## config.mk

```make
export PLATFORM = sky130hd
export DESIGN_NAME = fpAddSub
export DESIGN_NICKNAME = d
export VERILOG_FILES = /design/src/hw/fpAddSubPkg.sv /design/src/hw/fpClassify.sv /design/src/hw/fpAlign.sv /design/src/hw/fpMantissaAdd.sv /design/src/hw/fpNormalize.sv /design/src/hw/fpRoundPack.sv /design/src/hw/fpAddSub.sv
export VERILOG_INCLUDE_DIRS = /design/src /design/src/hw
export SDC_FILE = /design/constraint.sdc
export NUM_CORES = 1
export LEC_CHECK = 0
export BUFFER_PORTS_ARGS = -buffer_cell sky130_fd_sc_hd__buf_2
export CORE_AREA = 2 2 118 148
export CTS_BUF_LIST = sky130_fd_sc_hd__clkbuf_16
export DETAILED_ROUTE_END_ITERATION = 16
export DIE_AREA = 0 0 120 150
export GPL_ROUTABILITY_DRIVEN = 0
export GPL_TIMING_DRIVEN = 0
export PLACE_DENSITY_LB_ADDON = 0.12
export SYNTH_ARGS = -nofsm -noshare
export SYNTH_HDL_FRONTEND = slang
export SYNTH_SLANG_ARGS = --single-unit
```

## constraint.sdc

```tcl
create_clock -name clk -period 8.5 [get_ports clk]
set_input_delay 0.85 -clock clk [delete_from_list [all_inputs] [get_ports clk]]
set_output_delay 0.85 -clock clk [all_outputs]
set_load 0.02 [all_outputs]
```

## src/hw/fpAddSub_macros.svh

```systemverilog
`ifndef FP_ADD_SUB_MACROS_SVH
`define FP_ADD_SUB_MACROS_SVH

// Half precision layout {sign, exponent, fraction}
`define FP_WIDTH 16
`define FP_EXP_W 5           // Biased exponent, bias 15
`define FP_MAN_W 10          // Stored fraction, hidden one not included

// Working significand {hidden, fraction, guard, round, sticky}
`define FP_GRS_W 3
`define FP_SIG_W (1 + `FP_MAN_W + `FP_GRS_W)

// Special encodings
`define FP_EXP_MAX {`FP_EXP_W{1'b1}}                                   // Inf and NaN exponent
`define FP_QNAN {1'b0, `FP_EXP_MAX, 1'b1, {(`FP_MAN_W - 1){1'b0}}}    // 16'h7E00

// Flags {overflow, underflow, invalid, inexact}
`define FP_FLAG_W 4

`endif

```

## src/hw/fpAddSubPkg.sv

```systemverilog
`include "fpAddSub_macros.svh"

package fpAddSubPkg;

	// One encoded half precision value
	typedef logic [`FP_WIDTH-1:0] halfT;

	// Exponent fields
	typedef logic [`FP_EXP_W-1:0] expT;      // Biased
	typedef logic [`FP_EXP_W:0] wideExpT;    // Extra MSB catches carry or borrow

	// Fraction without the hidden one
	typedef logic [`FP_MAN_W-1:0] fracT;

	// Significand with hidden one and GRS bits
	typedef logic [`FP_SIG_W-1:0] sigT;
	typedef logic [`FP_SIG_W:0] sumT;        // One more for the add carry

	// Shift count, covers 0 up to FP_SIG_W
	typedef logic [$clog2(`FP_SIG_W + 1)-1:0] shiftT;

	// High to low {overflow, underflow, invalid, inexact}
	typedef logic [`FP_FLAG_W-1:0] flagsT;

endpackage

```

## src/hw/fpClassify.sv

```systemverilog
`timescale 1ns/1ps
`include "fpAddSub_macros.svh"

module fpClassify (
	input fpAddSubPkg::halfT in,
	output logic sign,
	output fpAddSubPkg::expT exp,
	output fpAddSubPkg::fracT frac,
	output logic isNaN,
	output logic isInf,
	output logic isZero
);

	logic expAllOnes;
	logic fracZero;

	// Field split
	assign sign = in[`FP_WIDTH-1];
	assign exp = in[`FP_WIDTH-2:`FP_MAN_W];
	assign frac = in[`FP_MAN_W-1:0];

	assign expAllOnes = (exp == `FP_EXP_MAX);
	assign fracZero = ~|frac;

	// Top exponent code splits into NaN and infinity on the fraction
	assign isNaN = expAllOnes & ~fracZero;
	assign isInf = expAllOnes & fracZero;

	// Exponent zero reads as zero
	// Subnormal fraction is ignored, so denormals flush here
	assign isZero = ~|exp;

endmodule

```

## src/hw/fpAlign.sv

```systemverilog
`timescale 1ns/1ps
`include "fpAddSub_macros.svh"

module fpAlign (
	input logic clk,
	input logic rst,
	input logic inValid,
	input logic sub,                   // 1 flips the sign of B
	input logic signA,
	input logic signB,
	input fpAddSubPkg::expT expA,
	input fpAddSubPkg::expT expB,
	input fpAddSubPkg::fracT fracA,
	input fpAddSubPkg::fracT fracB,
	input logic isNaNA,
	input logic isNaNB,
	input logic isInfA,
	input logic isInfB,
	input logic isZeroA,
	input logic isZeroB,
	output logic valid1,
	output fpAddSubPkg::sigT sigMax,
	output fpAddSubPkg::sigT sigMin,
	output fpAddSubPkg::expT expMax,
	output logic signMax,
	output logic effSignMin,
	output logic specNaN,
	output logic specInf,
	output logic specInfSign
);
	import fpAddSubPkg::*;

	logic effSignB;
	logic aLarger;
	fracT fracAz;
	fracT fracBz;
	sigT sigA;
	sigT sigB;
	sigT sigBig;
	sigT sigSmall;
	expT expBig;
	expT expSmall;
	expT expDiff;
	shiftT shiftAmt;
	sigT shifted;
	sigT lostMask;
	sigT sigAligned;
	logic sticky;
	logic infClash;

	assign effSignB = signB ^ sub;

	// Zero operands lose their fraction so a denormal compares equal to zero
	assign fracAz = isZeroA ? '0 : fracA;
	assign fracBz = isZeroB ? '0 : fracB;

	// Hidden one only for nonzero operands, GRS start empty
	assign sigA = {~isZeroA, fracAz, {`FP_GRS_W{1'b0}}};
	assign sigB = {~isZeroB, fracBz, {`FP_GRS_W{1'b0}}};

	// Magnitude compare, exponent first then fraction
	assign aLarger = {expA, fracAz} >= {expB, fracBz};

	assign sigBig = aLarger ? sigA : sigB;
	assign sigSmall = aLarger ? sigB : sigA;
	assign expBig = aLarger ? expA : expB;
	assign expSmall = aLarger ? expB : expA;
	assign expDiff = expBig - expSmall;     // Never negative after the swap
	assign shiftAmt = shiftT'(expDiff);     // Only used below FP_SIG_W

	// Right shift, collect everything that falls off
	assign shifted = sigSmall >> shiftAmt;
	assign lostMask = ~({`FP_SIG_W{1'b1}} << shiftAmt);
	assign sticky = |(sigSmall & lostMask);

	// Far apart exponents leave only sticky
	assign sigAligned = (expDiff >= `FP_SIG_W) ?
		{{(`FP_SIG_W - 1){1'b0}}, |sigSmall} :
		{shifted[`FP_SIG_W-1:1], shifted[0] | sticky};

	// Inf minus inf is invalid
	assign infClash = isInfA & isInfB & (signA ^ effSignB);

	always_ff @(posedge clk) begin
		if (rst) begin
			valid1 <= 1'b0;
		end else begin
			valid1 <= inValid;
		end
	end

	always_ff @(posedge clk) begin
		if (inValid) begin
			sigMax <= sigBig;
			sigMin <= sigAligned;
			expMax <= expBig;                        // Common exponent
			signMax <= aLarger ? signA : effSignB;
			effSignMin <= aLarger ? effSignB : signA;
			specNaN <= isNaNA | isNaNB | infClash;
			specInf <= (isInfA | isInfB) & ~(isNaNA | isNaNB | infClash);
			specInfSign <= isInfA ? signA : effSignB;  // Both inf here means same sign
		end
	end

endmodule

```

## src/hw/fpMantissaAdd.sv

```systemverilog
`timescale 1ns/1ps

module fpMantissaAdd (
	input logic clk,
	input logic rst,
	input logic valid1,
	input fpAddSubPkg::sigT sigMax,
	input fpAddSubPkg::sigT sigMin,
	input fpAddSubPkg::expT expMax,
	input logic signMax,
	input logic effSignMin,
	input logic specNaN,
	input logic specInf,
	input logic specInfSign,
	output logic valid2,
	output fpAddSubPkg::sumT sum,
	output fpAddSubPkg::expT expMax2,
	output logic resSign,
	output logic subtracted,
	output logic specNaN2,
	output logic specInf2,
	output logic specInfSign2
);
	import fpAddSubPkg::*;

	logic doSub;
	sumT nextSum;

	// Sign mismatch means effective subtract
	assign doSub = signMax ^ effSignMin;

	// Larger operand first, so the difference stays non-negative
	assign nextSum = doSub ?
		({1'b0, sigMax} - {1'b0, sigMin}) :
		({1'b0, sigMax} + {1'b0, sigMin});   // MSB is the carry out

	always_ff @(posedge clk) begin
		if (rst) begin
			valid2 <= 1'b0;
		end else begin
			valid2 <= valid1;
		end
	end

	always_ff @(posedge clk) begin
		if (valid1) begin
			sum <= nextSum;
			expMax2 <= expMax;
			resSign <= signMax;       // Larger magnitude decides the sign
			subtracted <= doSub;      // Needed later for the sign of an exact zero
			specNaN2 <= specNaN;
			specInf2 <= specInf;
			specInfSign2 <= specInfSign;
		end
	end

endmodule

```

## src/hw/fpNormalize.sv

```systemverilog
`timescale 1ns/1ps
`include "fpAddSub_macros.svh"

module fpNormalize (
	input logic clk,
	input logic rst,
	input logic valid2,
	input fpAddSubPkg::sumT sum,
	input fpAddSubPkg::expT expMax2,
	input logic resSign,
	input logic subtracted,
	input logic specNaN2,
	input logic specInf2,
	input logic specInfSign2,
	output logic valid3,
	output fpAddSubPkg::sigT normSig,
	output fpAddSubPkg::wideExpT normExp,
	output logic zeroSum,
	output logic tiny,
	output logic resSign3,
	output logic specNaN3,
	output logic specInf3,
	output logic specInfSign3
);
	import fpAddSubPkg::*;

	logic carry;
	logic sumZero;
	shiftT lzc;
	sigT shiftedSig;
	sigT nextSig;
	wideExpT nextExp;
	logic nextTiny;

	assign carry = sum[`FP_SIG_W];
	assign sumZero = ~|sum;

	// Leading zero count below the carry bit, highest set bit wins
	always_comb begin
		lzc = shiftT'(`FP_SIG_W);    // All zero
		for (int i = 0; i < `FP_SIG_W; i++) begin
			if (sum[i]) begin
				lzc = shiftT'(`FP_SIG_W - 1 - i);
			end
		end
	end

	assign shiftedSig = sum[`FP_SIG_W-1:0] << lzc;

	// Carry case shifts right once and folds the lost bit into sticky
	assign nextSig = carry ? {sum[`FP_SIG_W:2], sum[1] | sum[0]} : shiftedSig;
	assign nextExp = carry ?
		wideExpT'(expMax2) + wideExpT'(1) :
		wideExpT'(expMax2) - wideExpT'(lzc);

	// Exponent would drop under one, flush later
	assign nextTiny = ~carry & ~sumZero & (wideExpT'(expMax2) <= wideExpT'(lzc));

	always_ff @(posedge clk) begin
		if (rst) begin
			valid3 <= 1'b0;
		end else begin
			valid3 <= valid2;
		end
	end

	always_ff @(posedge clk) begin
		if (valid2) begin
			normSig <= nextSig;
			normExp <= nextExp;
			zeroSum <= sumZero;
			tiny <= nextTiny;
			// Exact cancellation gives +0
			// Same-sign zeros keep their common sign
			resSign3 <= (sumZero & subtracted) ? 1'b0 : resSign;
			specNaN3 <= specNaN2;
			specInf3 <= specInf2;
			specInfSign3 <= specInfSign2;
		end
	end

endmodule

```

## src/hw/fpRoundPack.sv

```systemverilog
`timescale 1ns/1ps
`include "fpAddSub_macros.svh"

module fpRoundPack (
	input logic clk,
	input logic rst,
	input logic valid3,
	input fpAddSubPkg::sigT normSig,
	input fpAddSubPkg::wideExpT normExp,
	input logic zeroSum,
	input logic tiny,
	input logic resSign,
	input logic specNaN,
	input logic specInf,
	input logic specInfSign,
	output logic outValid,
	output fpAddSubPkg::halfT result,
	output fpAddSubPkg::flagsT flags
);
	import fpAddSubPkg::*;

	logic guardBit;
	logic roundBit;
	logic stickyBit;
	logic lostBits;
	logic roundUp;
	logic roundCarry;
	logic [`FP_MAN_W+1:0] roundedSig;    // Hidden one plus fraction plus carry
	wideExpT finalExp;
	expT expField;
	logic overflow;
	logic setOvf;
	logic setUnf;
	logic setInv;
	logic setInx;
	halfT nextResult;
	flagsT nextFlags;

	// GRS sit in the low bits of the normalized significand
	assign guardBit = normSig[`FP_GRS_W-1];
	assign roundBit = normSig[`FP_GRS_W-2];
	assign stickyBit = normSig[0];
	assign lostBits = guardBit | roundBit | stickyBit;

	// Nearest even
	// Round up above half, or at exactly half with an odd LSB
	assign roundUp = guardBit & (roundBit | stickyBit | normSig[`FP_GRS_W]);
	assign roundedSig = {1'b0, normSig[`FP_SIG_W-1:`FP_GRS_W]} +
		{{(`FP_MAN_W + 1){1'b0}}, roundUp};
	assign roundCarry = roundedSig[`FP_MAN_W+1];    // 1.11..1 rolled over to 10.0

	assign finalExp = normExp + wideExpT'(roundCarry);
	assign expField = zeroSum ? '0 : finalExp[`FP_EXP_W-1:0];

	// Tiny and zero carry a wrapped exponent, keep them out of the compare
	assign overflow = ~zeroSum & ~tiny & (finalExp >= {1'b0, `FP_EXP_MAX});

	// Result select in priority order
	always_comb begin
		setOvf = 1'b0;
		setUnf = 1'b0;
		setInv = 1'b0;
		setInx = 1'b0;
		if (specNaN) begin
			nextResult = `FP_QNAN;
			setInv = 1'b1;
		end else if (specInf) begin
			nextResult = {specInfSign, `FP_EXP_MAX, {`FP_MAN_W{1'b0}}};  // Exact
		end else if (overflow) begin
			nextResult = {resSign, `FP_EXP_MAX, {`FP_MAN_W{1'b0}}};
			setOvf = 1'b1;
			setInx = 1'b1;
		end else if (tiny) begin
			nextResult = {resSign, {(`FP_WIDTH - 1){1'b0}}};    // Flush to signed zero
			setUnf = 1'b1;
			setInx = 1'b1;
		end else begin
			nextResult = {resSign, expField, roundedSig[`FP_MAN_W-1:0]};
			setInx = lostBits;
		end
	end

	assign nextFlags = {setOvf, setUnf, setInv, setInx};

	always_ff @(posedge clk) begin
		if (rst) begin
			outValid <= 1'b0;
		end else begin
			outValid <= valid3;
		end
	end

	// Output bank, held between results
	always_ff @(posedge clk) begin
		if (valid3) begin
			result <= nextResult;
			flags <= nextFlags;
		end
	end

endmodule

```

## src/hw/fpAddSub.sv

```systemverilog
`timescale 1ns/1ps

module fpAddSub (
	input logic clk,
	input logic rst,
	input logic inValid,
	input fpAddSubPkg::halfT a,
	input fpAddSubPkg::halfT b,
	input logic sub,                      // 0 add, 1 subtract
	output logic outValid,
	output fpAddSubPkg::halfT result,
	output fpAddSubPkg::flagsT flags
);
	import fpAddSubPkg::*;

	// Decoded operands
	logic signA, signB;
	expT expA, expB;
	fracT fracA, fracB;
	logic isNaNA, isNaNB, isInfA, isInfB, isZeroA, isZeroB;

	// Align to add
	logic valid1, signMax, effSignMin, specNaN, specInf, specInfSign;
	sigT sigMax, sigMin;
	expT expMax;

	// Add to normalize
	logic valid2, resSign, subtracted, specNaN2, specInf2, specInfSign2;
	sumT sum;
	expT expMax2;

	// Normalize to round
	logic valid3, zeroSum, tiny, resSign3, specNaN3, specInf3, specInfSign3;
	sigT normSig;
	wideExpT normExp;

	fpClassify classifyA (.in(a), .sign(signA), .exp(expA), .frac(fracA),
		.isNaN(isNaNA), .isInf(isInfA), .isZero(isZeroA));
	fpClassify classifyB (.in(b), .sign(signB), .exp(expB), .frac(fracB),
		.isNaN(isNaNB), .isInf(isInfB), .isZero(isZeroB));

	// Swap and align
	fpAlign alignStage (.clk, .rst, .inValid, .sub, .signA, .signB, .expA, .expB,
		.fracA, .fracB, .isNaNA, .isNaNB, .isInfA, .isInfB, .isZeroA, .isZeroB,
		.valid1, .sigMax, .sigMin, .expMax, .signMax, .effSignMin,
		.specNaN, .specInf, .specInfSign);

	// Significand add or subtract
	fpMantissaAdd addStage (.clk, .rst, .valid1, .sigMax, .sigMin, .expMax, .signMax,
		.effSignMin, .specNaN, .specInf, .specInfSign, .valid2, .sum, .expMax2,
		.resSign, .subtracted, .specNaN2, .specInf2, .specInfSign2);

	// Leading zero normalize
	fpNormalize normStage (.clk, .rst, .valid2, .sum, .expMax2, .resSign, .subtracted,
		.specNaN2, .specInf2, .specInfSign2, .valid3, .normSig, .normExp, .zeroSum,
		.tiny, .resSign3, .specNaN3, .specInf3, .specInfSign3);

	// Round, specials and flags
	fpRoundPack roundStage (.clk, .rst, .valid3, .normSig, .normExp, .zeroSum, .tiny,
		.resSign(resSign3), .specNaN(specNaN3), .specInf(specInf3),
		.specInfSign(specInfSign3), .outValid, .result, .flags);

endmodule

```

# After elaboration in Yosys (flattened, before gate mapping)
# Index checks and enable logic that the tools add are counted.
[word_totals]
reg_bits = 113
latch_bits = 0
ramBits = 0
romBits = 0
in_bits = 36
output_inout_bits = 21
memories = 0
[classes]
add_sub_neg = 7
n_mul = 0
div_mod_pow = 0
magnitude_cmp = 4
n_eq_ne = 2
shifts = 3
muxes = 36
n_bitwise = 31
reduce_logical = 13
[ops]
columns = ["cell", "count"]
rows = [
  ["4-bit 2-to-1 mux", 13],
  ["15-bit 2-to-1 mux", 3],
  ["14-bit 2-to-1 mux", 2],
  ["14-bit OR reduction", 2],
  ["10-bit 2-to-1 mux", 2],
  ["10-bit OR reduction", 2],
  ["16-bit 2-to-1 mux", 1],
  ["14-bit by 14-bit adder with 15-bit output", 1],
  ["15-bit >= comparator", 1],
  ["5-bit 2-to-1 mux", 3],
  ["15-bit OR reduction", 1],
  ["14-bit by 14-bit subtractor with 15-bit output", 1],
  ["14-bit bitwise AND", 1],
  ["14-bit inverter", 1],
  ["14-bit by 4-bit left shift with 14-bit output", 1],
  ["14-bit by 4-bit left shift with 14-bit output, first input constant", 1],
  ["14-bit by 4-bit >> shifter with 14-bit output", 1],
  ["1-bit bitwise AND", 13],
  ["13-bit 2-to-1 mux", 1],
  ["11-bit by 1-bit adder with 12-bit output", 1],
  ["5-bit == test, second input constant", 2],
  ["5-bit OR reduction", 2],
  ["1-bit 2-to-1 mux", 9],
  ["1-bit OR", 9],
  ["other kinds (15)", 22],
]

# Longest topological paths before layout
# Gate-level depths: netlist of run 1.
[depth]
depth_word = 16
ltp_mapped = 21

# By module
# A second synthesis of run 1 with hierarchy kept.
[unflattened]
hier_cells = 825
hier_area_um2 = 8079.0
[modules_own_cells]
columns = ["mod", "instances", "cells_each", "area_each_um2"]
rows = [
  ["fpAlign", 1, 325, 3075.4],
  ["fpNormalize", 1, 204, 1909.3],
  ["fpMantissaAdd", 1, 152, 1670.4],
  ["fpRoundPack", 1, 92, 1073.5],
  ["fpClassify", 2, 26, 175.2],
]

# Worst setup path before layout of run 1
# No wires, ideal clock.
[synth_timing]
path_kind = "input-to-reg"
from = "in b[14]"
to = "reg alignStage.sigMin[0], data pin"
setup_ns = 0.260
arrival_ns = 4.362
slack_ns = 3.878
path_stages = 18
path_cell_list = "nor3_1 -> nand3_1 -> clkbuf_1 -> nand2_1 -> inv_1 -> ha_1 -> nor2b_1 -> o21ai_0 -> a21oi_1 -> o21ai_4 -> mux2i_1 -> ha_1 -> clkbuf_1 -> clkbuf_1 -> mux4_2 -> a211oi_1 -> o22ai_1 -> mux2_2"
[synth_between]
elab_chain_len = 11
[synth_lines]
columns = ["item", "line_no", "rtl"]
rows = [
  ["from (decl)", "fpAddSub.sv:8", "input fpAddSubPkg::halfT b,"],
  ["5-bit OR reduction", "fpClassify.sv:31", "assign isZero = ~|exp;"],
  ["10-bit 2-to-1 mux", "fpAlign.sv:55", "assign fracBz = isZeroB ? '0 : fracB;"],
  ["15-bit >= comparator", "fpAlign.sv:62", "assign aLarger = {expA, fracAz} >= {expB, fracBz};"],
  ["5-bit 2-to-1 mux, on equally long branches", "fpAlign.sv:66, fpAlign.sv:67", ""],
  ["5-bit subtractor", "fpAlign.sv:68", "assign expDiff = expBig - expSmall;"],
  ["14-bit by 4-bit left shift with 14-bit output", "fpAlign.sv:73", "assign lostMask = ~({`FP_SIG_W{1'b1}} << shiftAmt);"],
  ["14-bit inverter", "fpAlign.sv:73", ""],
  ["14-bit bitwise AND", "fpAlign.sv:74", "assign sticky = |(sigSmall & lostMask);"],
  ["14-bit OR reduction", "fpAlign.sv:74", ""],
  ["1-bit OR", "fpAlign.sv:79", "{shifted[`FP_SIG_W-1:1], shifted[0] | sticky};"],
  ["1-bit 2-to-1 mux (*)", "fpAlign.sv:77", "assign sigAligned = (expDiff >= `FP_SIG_W) ?"],
  ["via alignStage.sigAligned[0]", "fpAlign.sv:47", "sigT sigAligned;"],
  ["to (signal assigned)", "fpAlign.sv:95", "sigMin <= sigAligned;"],
  ["to (decl)", "fpAlign.sv:23", "output fpAddSubPkg::sigT sigMin,"],
]
# The timed path passes the listed nets; every way through them passes the cells marked *.
# A chain may end at the register's enable or synchronous reset.

# Final worst setup path of run 1
[layout_timing]
from = "in b[13]"
to = "reg alignStage.sigMin[0], data pin"
# Same word-level chain as after synthesis.

==> impl_metrics.tcl, run 1 <==
set metrics [dict create \
    slowest_delay_ns 0.41 \
    layout_common_cells "106 x edfxtp_1, 79 x nand2_1, 73 x nor2_1, 59 x buf_2, 54 x a21oi_1" \
    clkPwrFrac_pct 21.9 \
    drc_errors 0 \
    layout-drive-gt1-share_pct 12.55 \
    final_area_um2 8187 \
    dieArea_um2 18000 \
    initial_core_util_pct 43.99 \
    wl_per_cell_um 15.93 \
    place.port_buffers 56 \
    fin_crit_ns 5.394 \
    power_density_nw_per_um2 234.1 \
    ff2ff_path_depth 15 \
    multi_input_area_um2 3781 \
    cts_setup_buffers 0 \
    power.internal_uw 1232 \
    num-fill-cells 1543 \
    combPwrFrac_pct 39.3 \
    finalHoldViolations 0 \
    cts-root-buf "clkbuf_16" \
    yosys-top-cells-area "edfxtp_1 43%, ha_1 6.2%, mux2i_1 5.3%, nand2_1 4.0%, nor2_1 3.7%" \
    grt.total_usage_pct 18.49 \
    skew_ns 0.006440 \
    cp_data_arrival_time_ns 5.49 \
    cts-hold-fix-buffers 0 \
    grt-ovfl-total 0 \
    cp_max_fo 10 \
    fp.dieH_um 150 \
    postSynthRegisterBits 110 \
    setup_violations 0 \
    synth_seq_area_share_pct 44.57 \
    numCtsBuffers 9 \
    final_common_cell "edfxtp_1" \
    nNetsFinal 881 \
    clockBufferDepth 2 \
    path_class "in2reg" \
    fmax_mhz 185.4 \
    synthDistinctLibCells 69 \
    fin_tns_setup_ns 0 \
    diodes 0 \
    insertion_delay_ns 0.34 \
    netlist_instances 741 \
    path_depth 22 \
    area_delta_synth_final_pct 11.81 \
    slew_violations 0 \
    fp.dieW_um 120 \
    cts_sinks 110 \
    fin_cells 1033 \
    critPathCaptureType "register" \
    synth_top_cell_by_area "edfxtp_1" \
    synth_top_cell_area_share_pct 43.47 \
    ant_nets 0 \
    synth-async-reset-ratio_pct 0 \
    ys.flop_type "edfxtp_1" \
    clk_pin_slew_ns 0.07 \
    vias 5825 \
    start_kind "input port" \
    required_ns 8.59 \
    placed_cells 1017 \
    grt_max_degree 37 \
    p_sw_uw 684.6 \
    rsz0062_at_grt "no" \
    crit_chain "buf_2 -> nor3_1 -> nand3_1 -> clkbuf_1 -> nand2_1 -> inv_1 -> ha_1 -> nor2b_1 -> o21ai_0 -> a21oi_1 -> o21ai_4 -> mux2i_1 -> ha_1 -> clkbuf_1 -> mux2i_1 -> nor2_1 -> mux2i_1 -> mux2i_1 -> mux2i_1 -> and3_1 -> o22ai_1 -> mux2_2" \
    io_pins 57 \
    synth.avg_cell_area_um2 9.881 \
    max_cap_violations 0 \
    slew_headroom_pct 30.43 \
    cts_resized 0 \
    hold_class "reg2reg" \
    drtPass1Iterations 5 \
    p_seq_share_pct 38.8 \
    hold_depth 0 \
    cp_common_cell "mux2i_1" \
    critPathSlowestCell "a21oi_1" \
    h-tree-depth 3 \
    p_leak_uw 0.003186 \
    tightest_slew_ns 1.042 \
    synthesis.nets 814 \
    sw_frac_of_total_pct 35.72 \
    wirelength_um 16460 \
    synthesis.area_um2 7322 \
    row_count 53 \
    yosysWarningCount 0 \
    crit_family "multiplexers" \
    grt_pass1_vias 5730 \
    placed_cell_area_um2 7878 \
    dp_hpwl_um 13200 \
    drt_iter0_drc 396 \
    vias_per_cell 5.639 \
    antenna_found_initial 0 \
    grt_first_pass_wirelength_um 26570 \
    cts_tree "yes" \
    cp_num_buf_inv 4 \
    synth-edff-count 106 \
    peakVddDrop_mv 0.1182 \
    core_um2 16640 \
    layout.area.seq_um2 3263 \
    fin_hold_ws_ns 0.4229 \
    outcome "complete, no violations" \
    finalCritPeriodShare_pct 63.46 \
]
-- cell usage after synthesis, drive strengths merged (3+ instances only) --
master   instances
buf              9
nand2           80
a21oi           55
ha              36
o21bai           3
mux2             6
xnor2           25
mux4             7
o21ai           50
dfxtp            4
a2111oi          3
edfxtp         106
nor3            20
nand2b           7
clkinv           4
nor4             8
nand3           21
and3            12
or2              4
mux2i           39
a21o             4
o22ai            5
o31ai            7
o41ai            4
nand3b           3
and2             8
nor2b            8
xor2            21
or4              5
clkbuf          22
o21a             6
a31oi            3
o211ai           5
nor2            74
inv             33
a211oi           6
-- routing by layer --
layer	share of wire (%)	global-route usage, %	routed length (um)
met1	36	17.95	5927
met2	55	37.19	8990
met3	4.1	2.172	669
met4	5.3	10.12	869
met5	0	0	0
-- stage by stage --
stage	power (uW)	setup slack (ns)	util (%)
after global placement	1477	2.840	47.33
after detailed placement	1493	2.829	47.33
after floorplan	1310	3.878	-
after CTS	1914	3.165	49.18
after global routing	2033	2.825	49.18
final	1917	3.106	49.18
-- flip-flops by register name, summed over array words and instances (netlist names), 4 cells and up --
| name | flops |
|---|---|
| roundStage.result | 16 |
| addStage.sum | 15 |
| alignStage.sigMin | 14 |
| normStage.normSig | 14 |
| alignStage.sigMax | 11 |
| normStage.normExp | 6 |
| addStage.expMax2 | 5 |
| alignStage.expMax | 5 |
| roundStage.flags | 4 |
-- cell families (layout without fill, tap and decap cells) --
family | Yosys count | after routing | share of synthesized area [%]
AOI/OAI and AO/OA | 170 | 170 | 14.54
xor gates and xnor gates | 46 | 46 | 5.605
adders and majority gates | 38 | 38 | 6.562
buffers and inverters | 68 | 140 | 3.793
DFF | 110 | 110 | 44.57
muxes | 52 | 52 | 8.407
and+or+nand+nor | 257 | 257 | 16.52
-- worst paths after layout --
path                                                      start                                  to  slack (ns)
worst max register to register   normStage.normSig[2]$_DFFE_PP_  roundStage.result[9]$_SDFFCE_PP1P_        4.83
worst max-delay path                                      b[13]      alignStage.sigMin[0]$_DFFE_PP_        3.11
worst min register to register  addStage.specInfSign2$_DFFE_PP_    normStage.specInfSign3$_DFFE_PP_        0.42
worst min-delay path            addStage.specInfSign2$_DFFE_PP_    normStage.specInfSign3$_DFFE_PP_        0.42
-- power groups by stage --
stage | Clock (uW) | Sequential, uW | Combinational, uW
2_1_floorplan | 0 | 742 | 568
3_3_place_gp | 0 | 754 | 723
3_5_place_dp | 0 | 755 | 738
4_1_cts | 430 | 743 | 741
5_1_grt | 450 | 752 | 831
6_report | 420 | 744 | 753
-- final cells by class --
class / count / area share (%)
timing repair buffer: 56 / 3.424
clock inverter: 7 / 1.024
clock buffer: 9 / 2.751
multi-input combinational: 563 / 46.19
sequential: 110 / 39.86
buffer: 31 / 1.696
tap: 220 / 3.362
inverter: 37 / 1.696
No activity file was read; power rests on OpenSTA's default activity.
==> run 2: changes to the inputs <==
--- a/config.mk
+++ b/config.mk
@@ -6,11 +6,12 @@
 export SDC_FILE = /design/constraint.sdc
 export NUM_CORES = 1
 export LEC_CHECK = 0
+export ABC_AREA = 1
 export BUFFER_PORTS_ARGS = -buffer_cell sky130_fd_sc_hd__buf_2
-export CORE_AREA = 2 2 118 148
+export CORE_AREA = 2 2 119 150
 export CTS_BUF_LIST = sky130_fd_sc_hd__clkbuf_16
 export DETAILED_ROUTE_END_ITERATION = 16
-export DIE_AREA = 0 0 120 150
+export DIE_AREA = 0 0 121 152
 export GPL_ROUTABILITY_DRIVEN = 0
 export GPL_TIMING_DRIVEN = 0
 export PLACE_DENSITY_LB_ADDON = 0.12
==> constraint.sdc (replaced) <==
create_clock -name clk -period 4.5 [get_ports clk]
set_input_delay 0.45 -clock clk [delete_from_list [all_inputs] [get_ports clk]]
set_output_delay 0.45 -clock clk [all_outputs]
set_load 0.02 [all_outputs]
==> impl_metrics.tcl, run 2 <==
set metrics [dict create \
    drc_errors 0 \
    placed_cell_area_um2 8097 \
    grt_first_pass_wirelength_um 28180 \
    fin_tns_setup_ns 0 \
    synth-async-reset-ratio_pct 0 \
    fin_crit_ns 4.058 \
    wirelength_um 16950 \
    synthesis.area_um2 7536 \
    grt_max_degree 37 \
    drt_iter0_drc 248 \
    outcome "complete, no violations" \
    setup_violations 0 \
    fmax_mhz 246.4 \
    ys.flop_type "edfxtp_1" \
    grt.total_usage_pct 19.20 \
    p_leak_uw 0.003813 \
    rsz0062_at_grt "no" \
    wl_per_cell_um 13.59 \
    synth_most_common_cell "nand2_1" \
    slew_violations 0 \
    start_kind "input port" \
    vias 6372 \
    yosys-top-cells-area "edfxtp_1 42%, nand2_1 13%, nand3_1 7.0%, inv_1 6.0%, ha_1 6.0%" \
    insertion_delay_ns 0.34 \
    p_total_uw 3530 \
    sw_frac_of_total_pct 37.82 \
    finalHoldViolations 0 \
    p_sw_uw 1335 \
    skew_ns 0.008326 \
    grt-ovfl-total 0 \
    hold_class "in2reg" \
    initial_core_util_pct 44.09 \
    synth.avg_cell_area_um2 7.924 \
    tightest_slew_ns 1.066 \
    fp.dieH_um 152 \
    path_class "in2reg" \
    peakVddDrop_mv 0.1855 \
    numCtsBuffers 9 \
    synth_seq_area_share_pct 43.30 \
    yosysWarningCount 0 \
    fp.dieW_um 121 \
    core_um2 17090 \
    synth_top_cell_area_share_pct 42.24 \
    cts-hold-fix-buffers 0 \
    clk_pin_slew_ns 0.07 \
    final_common_cell "nand2_1" \
    final_area_um2 8362 \
    largest_reg_flops 16 \
    critPathCaptureType "register" \
    row_count 54 \
    dieArea_um2 18390 \
    dp_hpwl_um 14010 \
    slew_headroom_pct 28.83 \
    yosys-top-cells-count "267 x nand2_1, 121 x inv_1, 106 x edfxtp_1, 106 x nand3_1, 74 x nor2_1" \
    cts_setup_buffers 0 \
    synth_top_cell_by_area "edfxtp_1" \
    finalCritPeriodShare_pct 90.19 \
    clkPwrFrac_pct 20.1 \
    p_seq_share_pct 39.8 \
    postSynthRegisterBits 110 \
    combPwrFrac_pct 40.1 \
    required_ns 4.67 \
    max_cap_violations 0 \
    netlist_instances 951 \
    clockBufferDepth 2 \
    antenna_found_initial 0 \
    ant_nets 0 \
    top_register "roundStage.result" \
    reg_top3 "roundStage.result: 16 flops, addStage.sum: 15 flops" \
    grt_pass1_vias 6153 \
    layout_common_cells "267 x nand2_1, 122 x inv_1, 106 x nand3_1, 106 x edfxtp_1, 74 x nor2_1" \
    layout-drive-gt1-share_pct 11.34 \
    place.port_buffers 56 \
    synthesis.nets 1024 \
    cts_sinks 110 \
    io_pins 57 \
    cts_tree "yes" \
    power_density_nw_per_um2 422.1 \
    power.internal_uw 2195 \
    cp_data_arrival_time_ns 4.22 \
    cts_resized 0 \
    drtPass1Iterations 4 \
    cts-root-buf "clkbuf_16" \
    synth-edff-count 106 \
    cp_max_fo 10 \
    area_delta_synth_final_pct 10.96 \
    nNetsFinal 1091 \
    diodes 0 \
    h-tree-depth 3 \
    vias_per_cell 5.110 \
    synthDistinctLibCells 48 \
]
-- run 2: cell types whose count changed after synthesis, moves of 18 or more --
| cell | previous run | this run |
|---|---|---|
| nand3_1 | 21 | 106 |
| nand2_1 | 79 | 267 |
| inv_1 | 33 | 121 |
| mux2i_1 | 39 | 0 |
| a21oi_1 | 54 | 36 |
-- run 2: path summary, 6_finish.rpt --
check / to / depth (start not counted) / from / slack, ns
worst max-delay path: alignStage.sigMin[2]$_SDFFCE_PP0P_ / 23 / a[14] / 0.44
worst min-delay path: alignStage.valid1$_SDFF_PP0_ / 2 / rst / 0.31
worst max register to register: normStage.tiny$_DFFE_PP_ / 16 / addStage.sum[1]$_DFFE_PP_ / 1.16
worst min register to register: addStage.expMax2[1]$_DFFE_PP_ / 0 / alignStage.expMax[1]$_DFFE_PP_ / 0.42
-- run 2: metrics by stage --
| step | utilization (%) | setup WS (ns) | std cells | hold slack, ns |
|---|---|---|---|---|
| 4_1_cts | 48.92 | 0.4753 | 1247 | 0.3051 |
| 3_3_place_gp | 47.37 | 0.1015 | 1231 | 0.4033 |
| 5_1_grt | 48.92 | 0.1246 | 1247 | 0.3160 |
| 2_1_floorplan | - | 1.016 | 951 | 0.4003 |
| 3_5_place_dp | 47.37 | 0.1375 | 1231 | 0.4045 |
| 6_report | 48.92 | 0.4417 | 1247 | 0.3107 |
-- run 2: cells by family (layout without fill, tap and decap cells) --
logic type / count (synthesis) / after routing / synth area share (%)
AOI/OAI and AO/OA: 116 / 116 / 8.783
xor gates and xnor gates: 38 / 38 / 4.416
adders and majority gates: 37 / 37 / 6.243
buffers and inverters: 145 / 217 / 7.837
DFF: 110 / 110 / 43.30
and+or+nand+nor: 505 / 505 / 29.42
-- run 2: area by class of cell --
class,count,area (um2)
Buffer,20,121.4
Multi-Input combinational cell,696,3682
Tap cell,224,280.3
Clock inverter,7,40.04
Timing Repair Buffer,56,280.3
Sequential cell,110,3263
Clock buffer,9,225.2
Fill cell,1672,8732
Inverter,125,469.2
-- run 2: worst max-delay path, cell delays in order --
cell	delay, ns
buf_2	0.12
nor3_1	0.24
nand3_1	0.19
clkbuf_1	0.27
nand2_1	0.16
inv_1	0.09
ha_1	0.29
nand2_1	0.07
nor2_1	0.05
nand2_1	0.07
o21ai_0	0.08
nor2_1	0.35
nand3_2	0.14
nand3_2	0.11
ha_1	0.31
inv_1	0.21
clkbuf_1	0.37
nand3_1	0.13
nand2_1	0.10
nand2_1	0.05
nand2_1	0.06
nand2_1	0.06
a21oi_1	0.23
-- run 2: power groups by stage --
stage	Clock (uW)	Combinational [uW]	Sequential [uW]
floorplan	0	1090	1400
global placement	0	1400	1430
detailed placement	0	1400	1430
CTS	727	1410	1410
global route	777	1620	1420
finish	710	1420	1400
-- run 2: layer usage --
layer	global-route usage (%)	part of all wire (%)	vias to the layer above
met1	18.59	36	2880
met4	9.247	4.0	0
met5	0	0	-
met3	2.365	2.6	42
met2	38.58	57	128
li1	-	-	3322
